===== config.mk =====
export PLATFORM = sky130hd
export DESIGN_NAME = ifu_top
export DESIGN_NICKNAME = d
export VERILOG_FILES = /design/src/logic/ifu_pkg.sv /design/src/logic/fetch_ctl.sv /design/src/logic/fetch_buf.sv /design/src/logic/ifu_aligner.sv /design/src/logic/ifu_top.sv
export SDC_FILE = /design/constraint.sdc
export NUM_CORES = 1
export LEC_CHECK = 0
export ABC_AREA = 0
export ABC_CLOCK_PERIOD_IN_PS = 6200
export BUFFER_PORTS_ARGS = -buffer_cell sky130_fd_sc_hd__clkbuf_2
export CORE_MARGIN = 3
export CORE_UTILIZATION = 30
export CTS_CLUSTER_SIZE = 14
export DETAILED_ROUTE_END_ITERATION = 6
export PLACE_DENSITY = 0.46
export SLEW_MARGIN = 20
export SYNTH_ARGS = -nofsm -noshare
export SYNTH_HDL_FRONTEND = slang
export SYNTH_SLANG_ARGS = --single-unit

===== constraint.sdc =====
create_clock -name clk -period 6.2 [get_ports clk]
set_clock_uncertainty 0.15 [all_clocks]
set_input_delay 0.93 -clock clk [delete_from_list [all_inputs] [get_ports clk]]
set_output_delay 0.93 -clock clk [all_outputs]
set_load 0.05 [all_outputs]

===== src/logic/ifu_pkg.sv =====
// fetch constants, counter widths, fetch enums and packed structs for the memory and decode links
package ifu_pkg;

   //********************
   // fetch constants
   localparam int unsigned     PC_W        = 32;              // byte pc width
   localparam logic [PC_W-1:0] RESET_PC    = 32'h0000_0100;   // first fetch after reset
   localparam int unsigned     FB_DEPTH    = 4;               // fetch buffer entries
   localparam int unsigned     MEM_CREDITS = 2;               // memory request slots
   localparam int unsigned     DEC_CREDITS = 4;               // decode buffer entries

   localparam int unsigned     FB_PTR_W    = $clog2(FB_DEPTH);        // fifo pointer
   localparam int unsigned     FB_CNT_W    = $clog2(FB_DEPTH + 1);    // 0..FB_DEPTH
   localparam int unsigned     MEM_CRED_W  = $clog2(MEM_CREDITS + 1); // 0..MEM_CREDITS
   localparam int unsigned     DEC_CRED_W  = $clog2(DEC_CREDITS + 1); // 0..DEC_CREDITS

   //********************
   // enums
   typedef enum logic {
      compressed,                    // 16 bit encoding
      full                           // 32 bit encoding, low bits 2'b11
   } instr_kind_e;

   typedef enum logic {
      idle,                          // nothing held
      have_low                       // low half of a straddling instr held
   } aln_state_e;

   //********************
   // link structs
   typedef struct packed {
      logic            valid;
      logic [PC_W-1:0] addr;         // byte address, word aligned
      logic            epoch;        // echoed back in the response
   } fetch_req_t;

   typedef struct packed {
      logic            valid;
      logic [31:0]     data;         // instruction memory word
      logic            epoch;        // epoch of the matching request
   } fetch_rsp_t;

   typedef struct packed {
      logic            valid;
      logic [PC_W-1:0] pc;           // redirect target, bit 0 zero
   } flush_t;

   typedef struct packed {
      logic [31:0]     word;
      logic [PC_W-1:0] pc;           // pc of the word, low two bits zero
   } fb_entry_t;

   typedef struct packed {
      logic            valid;
      logic [PC_W-1:0] pc;
      logic [31:0]     inst;         // upper half zero for compressed
      instr_kind_e     kind;
   } instr_pkt_t;

endpackage


===== src/logic/fetch_ctl.sv =====
// fetch control with pc generation, flush redirect, memory credits, epoch and buffer reservations
`timescale 1ns/1ps

module fetch_ctl
   import ifu_pkg::*;
(
   input  logic       clk,
   input  logic       rst_n,
   input  flush_t     flush,          // redirect from execute
   input  logic       mem_credit,     // memory freed one request slot
   input  logic       slot_release,   // fetch buffer freed one reserved slot
   output fetch_req_t mem_req,        // word request to memory
   output logic       epoch           // current fetch epoch
);

   logic [PC_W-1:0]       pc_q;           // byte address of next word to fetch
   logic [MEM_CRED_W-1:0] mem_cred_q;     // free memory request slots
   logic [FB_CNT_W-1:0]   resv_q;         // fetch buffer slots reserved
   logic                  epoch_q;
   logic                  epoch_used_q;   // request sent in the current epoch
   logic                  drain_q;        // old path requests may still be out
   logic                  mem_idle;       // every memory credit is home
   logic                  space_ok;       // a buffer slot is free to reserve
   logic                  req_fire;

   //********************
   // request issue
   assign mem_idle = (mem_cred_q == MEM_CRED_W'(MEM_CREDITS));
   assign space_ok = (resv_q < FB_CNT_W'(FB_DEPTH));

   // after a flush, wait until every old request has returned so that a one bit
   // epoch can never alias an older path
   assign req_fire = rst_n &                     // quiet while reset is held
                     ~flush.valid &
                     (mem_cred_q != '0) &
                     space_ok &
                     (~drain_q | mem_idle);

   always_comb begin
      mem_req.valid = req_fire;
      mem_req.addr  = pc_q;            // always word aligned
      mem_req.epoch = epoch_q;         // tag for stale detection in fetch_buf
   end

   assign epoch = epoch_q;

   //********************
   // counters, pc and epoch
   always_ff @(posedge clk or negedge rst_n) begin
      if (!rst_n) begin
         pc_q         <= {RESET_PC[PC_W-1:2], 2'b00};
         mem_cred_q   <= MEM_CRED_W'(MEM_CREDITS);  // memory starts with all slots
         resv_q       <= '0;
         epoch_q      <= 1'b0;
         epoch_used_q <= 1'b0;
         drain_q      <= 1'b0;
      end else begin
         mem_cred_q <= mem_cred_q + MEM_CRED_W'(mem_credit) - MEM_CRED_W'(req_fire);
         resv_q     <= resv_q + FB_CNT_W'(req_fire) - FB_CNT_W'(slot_release); // not cleared on flush
         if (flush.valid) begin
            pc_q         <= {flush.pc[PC_W-1:2], 2'b00};  // word holding the target
            epoch_q      <= epoch_q ^ epoch_used_q;       // no new epoch if nothing was sent
            epoch_used_q <= 1'b0;
            drain_q      <= 1'b1;
         end else begin
            if (req_fire) begin
               pc_q         <= pc_q + PC_W'(4);          // next word
               epoch_used_q <= 1'b1;
            end
            if (mem_idle) begin
               drain_q <= 1'b0;                           // old path fully returned
            end
         end
      end
   end

   //********************
   // checks
   a_mem_cred_max : assert property (
      @(posedge clk) disable iff (!rst_n)
      mem_cred_q <= MEM_CRED_W'(MEM_CREDITS))
      else $error("memory credit count above MEM_CREDITS");

   a_resv_max : assert property (
      @(posedge clk) disable iff (!rst_n)
      resv_q <= FB_CNT_W'(FB_DEPTH))
      else $error("fetch buffer reservations above FB_DEPTH");

endmodule


===== src/logic/fetch_buf.sv =====
// fetch buffer fifo with stale response drop, flush emptying and slot release reporting
`timescale 1ns/1ps

module fetch_buf
   import ifu_pkg::*;
(
   input  logic       clk,
   input  logic       rst_n,
   input  fetch_rsp_t mem_rsp,        // memory response, always accepted
   input  logic       epoch,          // current epoch from fetch_ctl
   input  flush_t     flush,          // empty and reload the response pc
   input  logic       pop,            // aligner is done with the head
   output fb_entry_t  head,
   output logic       head_valid,
   output logic       slot_release    // one reserved slot freed
);

   fb_entry_t           mem_q [FB_DEPTH];  // payload, no reset
   logic [FB_PTR_W-1:0] wr_ptr_q;
   logic [FB_PTR_W-1:0] rd_ptr_q;
   logic [FB_CNT_W-1:0] count_q;
   logic [FB_CNT_W-1:0] rel_pend_q;        // freed slots not yet reported
   logic [FB_CNT_W-1:0] freed;             // slots freed by pop or flush
   logic [PC_W-1:0]     rsp_pc_q;          // word pc of the next good response
   logic                stale;
   logic                push;
   logic                pop_ok;

   assign stale  = mem_rsp.valid & (flush.valid | (mem_rsp.epoch != epoch)); // old path data
   assign push   = mem_rsp.valid & ~stale;
   assign pop_ok = pop & head_valid & ~flush.valid;
   assign freed  = flush.valid ? count_q : FB_CNT_W'(pop_ok);

   assign head_valid   = (count_q != '0);
   assign head         = mem_q[rd_ptr_q];
   assign slot_release = (rel_pend_q != '0); // one per cycle

   always_ff @(posedge clk) begin
      if (push) begin
         mem_q[wr_ptr_q].word <= mem_rsp.data;
         mem_q[wr_ptr_q].pc   <= rsp_pc_q;
      end
   end

   always_ff @(posedge clk or negedge rst_n) begin
      if (!rst_n) begin
         wr_ptr_q   <= '0;
         rd_ptr_q   <= '0;
         count_q    <= '0;
         rel_pend_q <= '0;
         rsp_pc_q   <= {RESET_PC[PC_W-1:2], 2'b00};
      end else begin
         rel_pend_q <= rel_pend_q + freed + FB_CNT_W'(stale) - FB_CNT_W'(slot_release);
         if (flush.valid) begin
            rd_ptr_q <= wr_ptr_q;                       // empty
            count_q  <= '0;
            rsp_pc_q <= {flush.pc[PC_W-1:2], 2'b00};
         end else begin
            if (push) begin
               wr_ptr_q <= wr_ptr_q + FB_PTR_W'(1);     // wraps, depth is a power of two
               rsp_pc_q <= rsp_pc_q + PC_W'(4);
            end
            if (pop_ok) begin
               rd_ptr_q <= rd_ptr_q + FB_PTR_W'(1);
            end
            count_q <= count_q + FB_CNT_W'(push) - FB_CNT_W'(pop_ok);
         end
      end
   end

   //********************
   // reservation in fetch_ctl keeps this from firing
   a_no_overflow : assert property (
      @(posedge clk) disable iff (!rst_n)
      push |-> (count_q < FB_CNT_W'(FB_DEPTH)))
      else $error("push into full fetch buffer");

endmodule


===== src/logic/ifu_aligner.sv =====
// instruction aligner with parcel select, length decode, straddle assembly and decode credits
`timescale 1ns/1ps

module ifu_aligner
   import ifu_pkg::*;
(
   input  logic       clk,
   input  logic       rst_n,
   input  fb_entry_t  head,           // oldest fetch word
   input  logic       head_valid,
   input  flush_t     flush,          // restart at target parcel
   input  logic       dec_credit,     // decode freed one entry
   output logic       pop,            // head word fully used
   output instr_pkt_t instr           // one instruction per cycle at most
);

   aln_state_e            state_q;
   aln_state_e            state_d;
   logic                  upper_q;       // next parcel is the upper half of head
   logic                  upper_d;
   logic [15:0]           low_q;         // low half of a straddling full instr
   logic [PC_W-1:0]       low_pc_q;      // pc of that instruction
   logic [DEC_CRED_W-1:0] dec_cred_q;    // free decode entries
   logic                  go;            // data present and decode has room
   logic [15:0]           parcel;
   logic                  parcel_full;
   logic                  hold_low;      // stash the upper parcel this cycle

   //********************
   // parcel select and length
   assign go          = head_valid & (dec_cred_q != '0) & ~flush.valid;
   assign parcel      = upper_q ? head.word[31:16] : head.word[15:0];
   assign parcel_full = (parcel[1:0] == 2'b11);  // 32 bit encoding

   always_comb begin
      instr      = '0;
      instr.kind = compressed;
      pop        = 1'b0;
      upper_d    = upper_q;
      state_d    = state_q;
      hold_low   = 1'b0;
      if (go) begin
         case (state_q)
            have_low: begin
               // high half sits in the low parcel of the new head word
               instr.valid = 1'b1;
               instr.pc    = low_pc_q;
               instr.inst  = {head.word[15:0], low_q};
               instr.kind  = full;
               upper_d     = 1'b1;                       // upper parcel of this word next
               state_d     = idle;
            end
            default: begin
               if (upper_q && parcel_full) begin
                  hold_low = 1'b1;                       // straddles into next word
                  pop      = 1'b1;
                  upper_d  = 1'b0;
                  state_d  = have_low;
               end else if (upper_q) begin
                  instr.valid = 1'b1;                    // compressed in upper half
                  instr.pc    = head.pc + PC_W'(2);
                  instr.inst  = {16'h0000, parcel};
                  pop         = 1'b1;
                  upper_d     = 1'b0;
               end else if (parcel_full) begin
                  instr.valid = 1'b1;                    // whole word is one instr
                  instr.pc    = head.pc;
                  instr.inst  = head.word;
                  instr.kind  = full;
                  pop         = 1'b1;
               end else begin
                  instr.valid = 1'b1;                    // compressed in lower half
                  instr.pc    = head.pc;
                  instr.inst  = {16'h0000, parcel};
                  upper_d     = 1'b1;
               end
            end
         endcase
      end
   end

   //********************
   // state, held half and credits
   always_ff @(posedge clk) begin
      if (hold_low) begin
         low_q    <= parcel;
         low_pc_q <= head.pc + PC_W'(2);
      end
   end

   always_ff @(posedge clk or negedge rst_n) begin
      if (!rst_n) begin
         state_q    <= idle;
         upper_q    <= RESET_PC[1];
         dec_cred_q <= DEC_CRED_W'(DEC_CREDITS);    // decode buffer empty
      end else begin
         dec_cred_q <= dec_cred_q + DEC_CRED_W'(dec_credit) - DEC_CRED_W'(instr.valid);
         if (flush.valid) begin
            state_q <= idle;                        // drop any held half
            upper_q <= flush.pc[1];                 // target may start mid word
         end else begin
            state_q <= state_d;
            upper_q <= upper_d;
         end
      end
   end

   a_dec_cred_max : assert property (
      @(posedge clk) disable iff (!rst_n)
      dec_cred_q <= DEC_CRED_W'(DEC_CREDITS))
      else $error("decode credit count above DEC_CREDITS");

endmodule


===== src/logic/ifu_top.sv =====
// instruction fetch unit top connecting fetch control, fetch buffer and aligner
`timescale 1ns/1ps

module ifu_top
   import ifu_pkg::*;
(
   input  logic       clk,
   input  logic       rst_n,
   input  flush_t     flush,          // redirect from execute
   input  fetch_rsp_t mem_rsp,        // in order responses
   input  logic       mem_credit,     // memory slot returned
   input  logic       dec_credit,     // decode entry returned
   output fetch_req_t mem_req,
   output instr_pkt_t instr
);

   logic      epoch;                  // ctl to buf
   logic      slot_release;           // buf to ctl
   fb_entry_t head;                   // buf to aligner
   logic      head_valid;
   logic      pop;                    // aligner to buf

   fetch_ctl fetch_ctl_inst (
      .clk          (clk),
      .rst_n        (rst_n),
      .flush        (flush),
      .mem_credit   (mem_credit),
      .slot_release (slot_release),
      .mem_req      (mem_req),
      .epoch        (epoch)
   );

   fetch_buf fetch_buf_inst (
      .clk          (clk),
      .rst_n        (rst_n),
      .mem_rsp      (mem_rsp),
      .epoch        (epoch),
      .flush        (flush),
      .pop          (pop),
      .head         (head),
      .head_valid   (head_valid),
      .slot_release (slot_release)
   );

   ifu_aligner ifu_aligner_inst (
      .clk          (clk),
      .rst_n        (rst_n),
      .head         (head),
      .head_valid   (head_valid),
      .flush        (flush),
      .dec_credit   (dec_credit),
      .pop          (pop),
      .instr        (instr)
   );

endmodule


==> metrics.txt <==
# TYPE chip_impl_metric gauge
chip_impl_info{name="run_status",value="completed"} 1
chip_impl_metric{name="post_synth_instance_area",unit="um^2"} 16300
chip_impl_metric{name="clockPowerShare",unit="%"} 29.9
chip_impl_info{name="crit_family",value="simple AND/OR/NAND/NOR gates"} 1
chip_impl_metric{name="first_global_vias",unit=""} 10300
chip_impl_metric{name="worst-endpoint-required",unit="ps"} 5120
chip_impl_metric{name="max_clock_freq",unit="GHz"} 0.218
chip_impl_metric{name="grt.total_usage",unit="%"} 15.1
chip_impl_metric{name="fin_crit_sh",unit="%"} 73.9
chip_impl_info{name="setup.worst_path.start_class",value="flop"} 1
chip_impl_metric{name="worst_skew_pair.late_latency",unit="ps"} 580
chip_impl_metric{name="synth.yosys.seq_area_share",unit="%"} 66.9
chip_impl_info{name="path_common_cell",value="sky130_fd_sc_hd__a21oi_1"} 1
chip_impl_metric{name="overflow",unit=""} 0
chip_impl_info{name="critical_path.endpoint_type",value="output pin"} 1
chip_impl_metric{name="clkSinkCount",unit=""} 377
chip_impl_metric{name="final.setup.tns",unit="ps"} 0
chip_impl_metric{name="final_layout_size_suffix_gt1_share",unit="%"} 27.1
chip_impl_metric{name="grt_start_max_net_pins",unit=""} 62
chip_impl_metric{name="port_buffers",unit=""} 166
chip_impl_metric{name="worst_pin_slew",unit="ps"} 1120
chip_impl_metric{name="synth.top_cell.area_share",unit="%"} 54.1
chip_impl_metric{name="final_antenna_net_count",unit=""} 0
chip_impl_metric{name="routed_wl",unit="mm"} 42.6
chip_impl_metric{name="design.die.area",unit="um^2"} 57200
chip_impl_metric{name="synthDistinctLibCells",unit=""} 64
chip_impl_metric{name="final_period_minus_worst_setup_slack",unit="ps"} 4580
chip_impl_metric{name="drc_errors",unit=""} 0
chip_impl_metric{name="maximum_fanout_along_the_worst_path",unit=""} 16
chip_impl_metric{name="drt-vias-per-instance",unit=""} 4.97
chip_impl_metric{name="post_drt_wl_per_cell",unit="um"} 20.9
chip_impl_metric{name="pwr_density_cell",unit="nW/um^2"} 450
chip_impl_metric{name="drtIter0Drc",unit=""} 605
chip_impl_metric{name="yosysWarningCount",unit=""} 0
chip_impl_metric{name="ys_ff_latch",unit=""} 377
chip_impl_metric{name="layout.nets",unit=""} 1413
chip_impl_info{name="cts_tree",value="yes"} 1
chip_impl_metric{name="worst-endpoint-arrival",unit="ps"} 3500
chip_impl_metric{name="report.final.hold_viol_count",unit=""} 0
chip_impl_metric{name="syn_inst",unit=""} 1146
chip_impl_metric{name="ys_async_sr_fraction",unit="%"} 22.0
chip_impl_metric{name="layout-area-overhead-vs-synth",unit="%"} 18.9
chip_impl_info{name="setup.worst_path.class",value="reg2out"} 1
chip_impl_metric{name="syn-mean-instance-area",unit="um^2"} 14.2
chip_impl_metric{name="share_of_total_power_in_sequential_cells",unit="%"} 38.5
chip_impl_metric{name="place.detailed.hpwl",unit="mm"} 27.3
chip_impl_metric{name="max-cap-violations",unit=""} 0
chip_impl_metric{name="fp.dieH",unit="um"} 239
chip_impl_metric{name="die_width",unit="um"} 239
chip_impl_metric{name="antenna_found_initial",unit=""} 1
chip_impl_info{name="ys_dominant_reg_cell",value="sky130_fd_sc_hd__edfxtp_1"} 1
chip_impl_metric{name="design.portCount",unit=""} 171
chip_impl_metric{name="firstDrtPassIters",unit=""} 4
chip_impl_metric{name="hold_buffers",unit=""} 0
chip_impl_info{name="crit_slowest_cell",value="sky130_fd_sc_hd__or2_1"} 1
chip_impl_metric{name="gpl.final_weighted_congestion",unit=""} 0.766
chip_impl_info{name="cell_by_cell_listing_of_the_critical_path",value="mux4_2, and2_4, a21oi_1, or2_1, a21oi_1, clkbuf_2"} 1
chip_impl_info{name="synth_largest_area_cell",value="sky130_fd_sc_hd__edfxtp_1"} 1
chip_impl_metric{name="htree_num_levels",unit=""} 2
chip_impl_metric{name="peakVddDrop",unit="uV"} 162
chip_impl_metric{name="path_clk_slew",unit="ps"} 60
chip_impl_metric{name="critical_path.max_stage_delay",unit="ps"} 860
chip_impl_metric{name="setup_viol",unit=""} 0
chip_impl_metric{name="internal",unit="mW"} 5.60
chip_impl_metric{name="number_of_enable_type_register_cells_in_the_synthesized_netlist",unit=""} 294
chip_impl_metric{name="initial_utilization",unit="%"} 30.7
chip_impl_metric{name="final_critical_path_setup_slack",unit="ps"} 1620
chip_impl_info{name="synth.top_cells.by_area",value="sky130_fd_sc_hd__edfxtp_1 (54%), sky130_fd_sc_hd__dfrtp_1 (12%), sky130_fd_sc_hd__mux4_2 (8.6%)"} 1
chip_impl_metric{name="grt_first_pass_wirelength",unit="mm"} 65.3
chip_impl_metric{name="placeableCoreArea",unit="um^2"} 53200
chip_impl_metric{name="power.switching_fraction",unit="%"} 35.8
chip_impl_info{name="grt_setup_unrepaired",value="false"} 1
chip_impl_metric{name="fillerInstances",unit=""} 5181
chip_impl_metric{name="antenna_cells",unit=""} 0
chip_impl_info{name="holdCritPathClass",value="in2async"} 1
chip_impl_metric{name="drv_slew",unit=""} 0
chip_impl_info{name="synthMostInstantiatedCell",value="sky130_fd_sc_hd__edfxtp_1"} 1
chip_impl_metric{name="worst_slew_margin_rel",unit="%"} 25.6
chip_impl_metric{name="cts.repair.resized",unit=""} 0
chip_impl_metric{name="detailroute.via_count",unit=""} 10100
chip_impl_metric{name="dp_worst_setup_slack",unit="ps"} 1830
chip_impl_info{name="clockRootBuffer",value="sky130_fd_sc_hd__clkbuf_16"} 1
chip_impl_metric{name="cts-buffers-inserted",unit=""} 43
chip_impl_metric{name="netSwitchingPower",unit="mW"} 3.12
chip_impl_metric{name="p_leak",unit="nW"} 7.09
chip_impl_info{name="synth_commonest_cells",value="sky130_fd_sc_hd__edfxtp_1 (294), sky130_fd_sc_hd__nand2_1 (199), sky130_fd_sc_hd__dfrtp_1 (79)"} 1
chip_impl_metric{name="cts-root-to-sink-buffers",unit=""} 3
chip_impl_metric{name="postCtsSetupRepairBufs",unit=""} 0
chip_impl_metric{name="std_cell_rows",unit=""} 84
chip_impl_metric{name="power.share.combinational",unit="%"} 31.6
chip_impl_metric{name="critPathBufInv",unit=""} 1
## state kept, by name, indices dropped and copies added (netlist names), 2 cells and up
| register | flops |
|---|---|
| fetch_buf_inst.rd_ptr_q | 2 |
| ifu_aligner_inst.dec_cred_q | 3 |
| fetch_buf_inst.rsp_pc_q | 30 |
| fetch_buf_inst.rel_pend_q | 3 |
| fetch_ctl_inst.resv_q | 3 |
| fetch_buf_inst.wr_ptr_q | 2 |
| fetch_ctl_inst.mem_cred_q | 2 |
| fetch_buf_inst.mem_q | 248 |
| fetch_ctl_inst.pc_q | 30 |
| ifu_aligner_inst.low_pc_q | 30 |
| fetch_buf_inst.count_q | 3 |
| ifu_aligner_inst.low_q | 16 |
## worst register-to-register path: stages (launching register included)
cell and delay (ps):
sky130_fd_sc_hd__dfrtp_4 650, sky130_fd_sc_hd__mux4_2 610, sky130_fd_sc_hd__a21o_1 240, sky130_fd_sc_hd__nor3b_2 190, sky130_fd_sc_hd__a21oi_1 210, sky130_fd_sc_hd__ha_1 150, sky130_fd_sc_hd__inv_1 50, sky130_fd_sc_hd__fa_1 420
sky130_fd_sc_hd__fa_1 390, sky130_fd_sc_hd__xnor2_1 180, sky130_fd_sc_hd__xnor2_1 150, sky130_fd_sc_hd__xnor2_1 140
## per-layer routing
metal  global-route usage (%)  wire [um]  up-vias
met4                     3.48        655        2
met3                     2.92       2040       51
li1                         -          -     4652
met1                     21.3      19900     5221
met2                     24.1      20000      217
met5                        0         12        -
## cells in the final DEF, fill, tap and decap left out, types with 22 or more instances in the layout
master / Yosys / final
sky130_fd_sc_hd__nand2_1: 199 / 199
sky130_fd_sc_hd__a21oi_1: 49 / 49
sky130_fd_sc_hd__nor2_1: 37 / 37
sky130_fd_sc_hd__xor2_1: 23 / 23
sky130_fd_sc_hd__nand4_1: 24 / 24
sky130_fd_sc_hd__buf_4: 7 / 26
sky130_fd_sc_hd__a31oi_1: 22 / 22
sky130_fd_sc_hd__clkbuf_16: 0 / 45
sky130_fd_sc_hd__edfxtp_1: 294 / 294
sky130_fd_sc_hd__mux4_2: 62 / 62
sky130_fd_sc_hd__clkbuf_2: 0 / 165
sky130_fd_sc_hd__o21ai_0: 48 / 48
sky130_fd_sc_hd__inv_1: 28 / 28
sky130_fd_sc_hd__dfrtp_1: 79 / 76
sky130_fd_sc_hd__nand3_1: 34 / 34
## power groups by stage
stage | logic, mW | clock network (mW) | registers, mW
after floorplan | 2.01 | 0 | 3.40
after global placement | 2.80 | 0 | 3.41
after detailed placement | 2.81 | 0 | 3.42
after CTS | 2.82 | 2.69 | 3.37
after global routing | 3.02 | 2.79 | 3.41
final | 2.75 | 2.61 | 3.36
## cell type report
type	count	area, um^2	area share, %
Sequential cell	377	10900	56.3
Multi-Input combinational cell	673	5000	25.8
Clock buffer	54	1160	5.98
Timing Repair Buffer	192	1040	5.37
Tap cell	688	861	4.44
Clock inverter	24	290	1.50
Inverter	34	129	0.664
## stage by stage
| stage | util [%] | hold WS, ps | area, um^2 | instances | power (mW) |
|---|---|---|---|---|---|
| global placement | 33.8 | 312 | 17900 | 1964 | 6.21 |
| CTS | 36.5 | 87.9 | 19400 | 2042 | 8.88 |
| finish | 36.5 | 108 | 19400 | 2042 | 8.72 |
| global route | 36.5 | 107 | 19400 | 2042 | 9.22 |
| floorplan | - | 289 | 16300 | 1148 | 5.41 |
| detailed placement | 33.8 | 311 | 17900 | 1964 | 6.23 |
## final timing paths
| check | startpoint | endpoint | slack (ps) | depth (start not counted) |
|---|---|---|---|---|
| worst max-delay path | fetch_buf_inst.rd_ptr_q[0] | instr[23] | 1620 | 6 |
| worst min-delay path | rst_n | fetch_ctl_inst.pc_q[6] | 110 | 1 |
| worst max register to register | fetch_buf_inst.rd_ptr_q[0] | fetch_buf_inst.rel_pend_q[2] | 2610 | 11 |
| worst min register to register | fetch_ctl_inst.resv_q[2] | fetch_ctl_inst.resv_q[2] | 320 | 1 |
| max in group asynchronous | rst_n | fetch_buf_inst.rd_ptr_q[0] | 4540 | 2 |
| min in group clk | fetch_ctl_inst.resv_q[2] | fetch_ctl_inst.resv_q[2] | 320 | 1 |
## cells by family after synthesis
group | Yosys count | share of synthesized area, %
flip-flops | 377 | 66.9
AND/OR/NAND/NOR | 366 | 10.8
AO/OA/AOI/OAI | 175 | 6.66
buffers and inverters | 98 | 2.71
multiplexers | 66 | 8.82
XOR/XNOR | 42 | 2.25
adder cells (fa/ha/maj) | 21 | 1.84
other | 1 | 0.0230
Power figures use the tool's default switching activity.
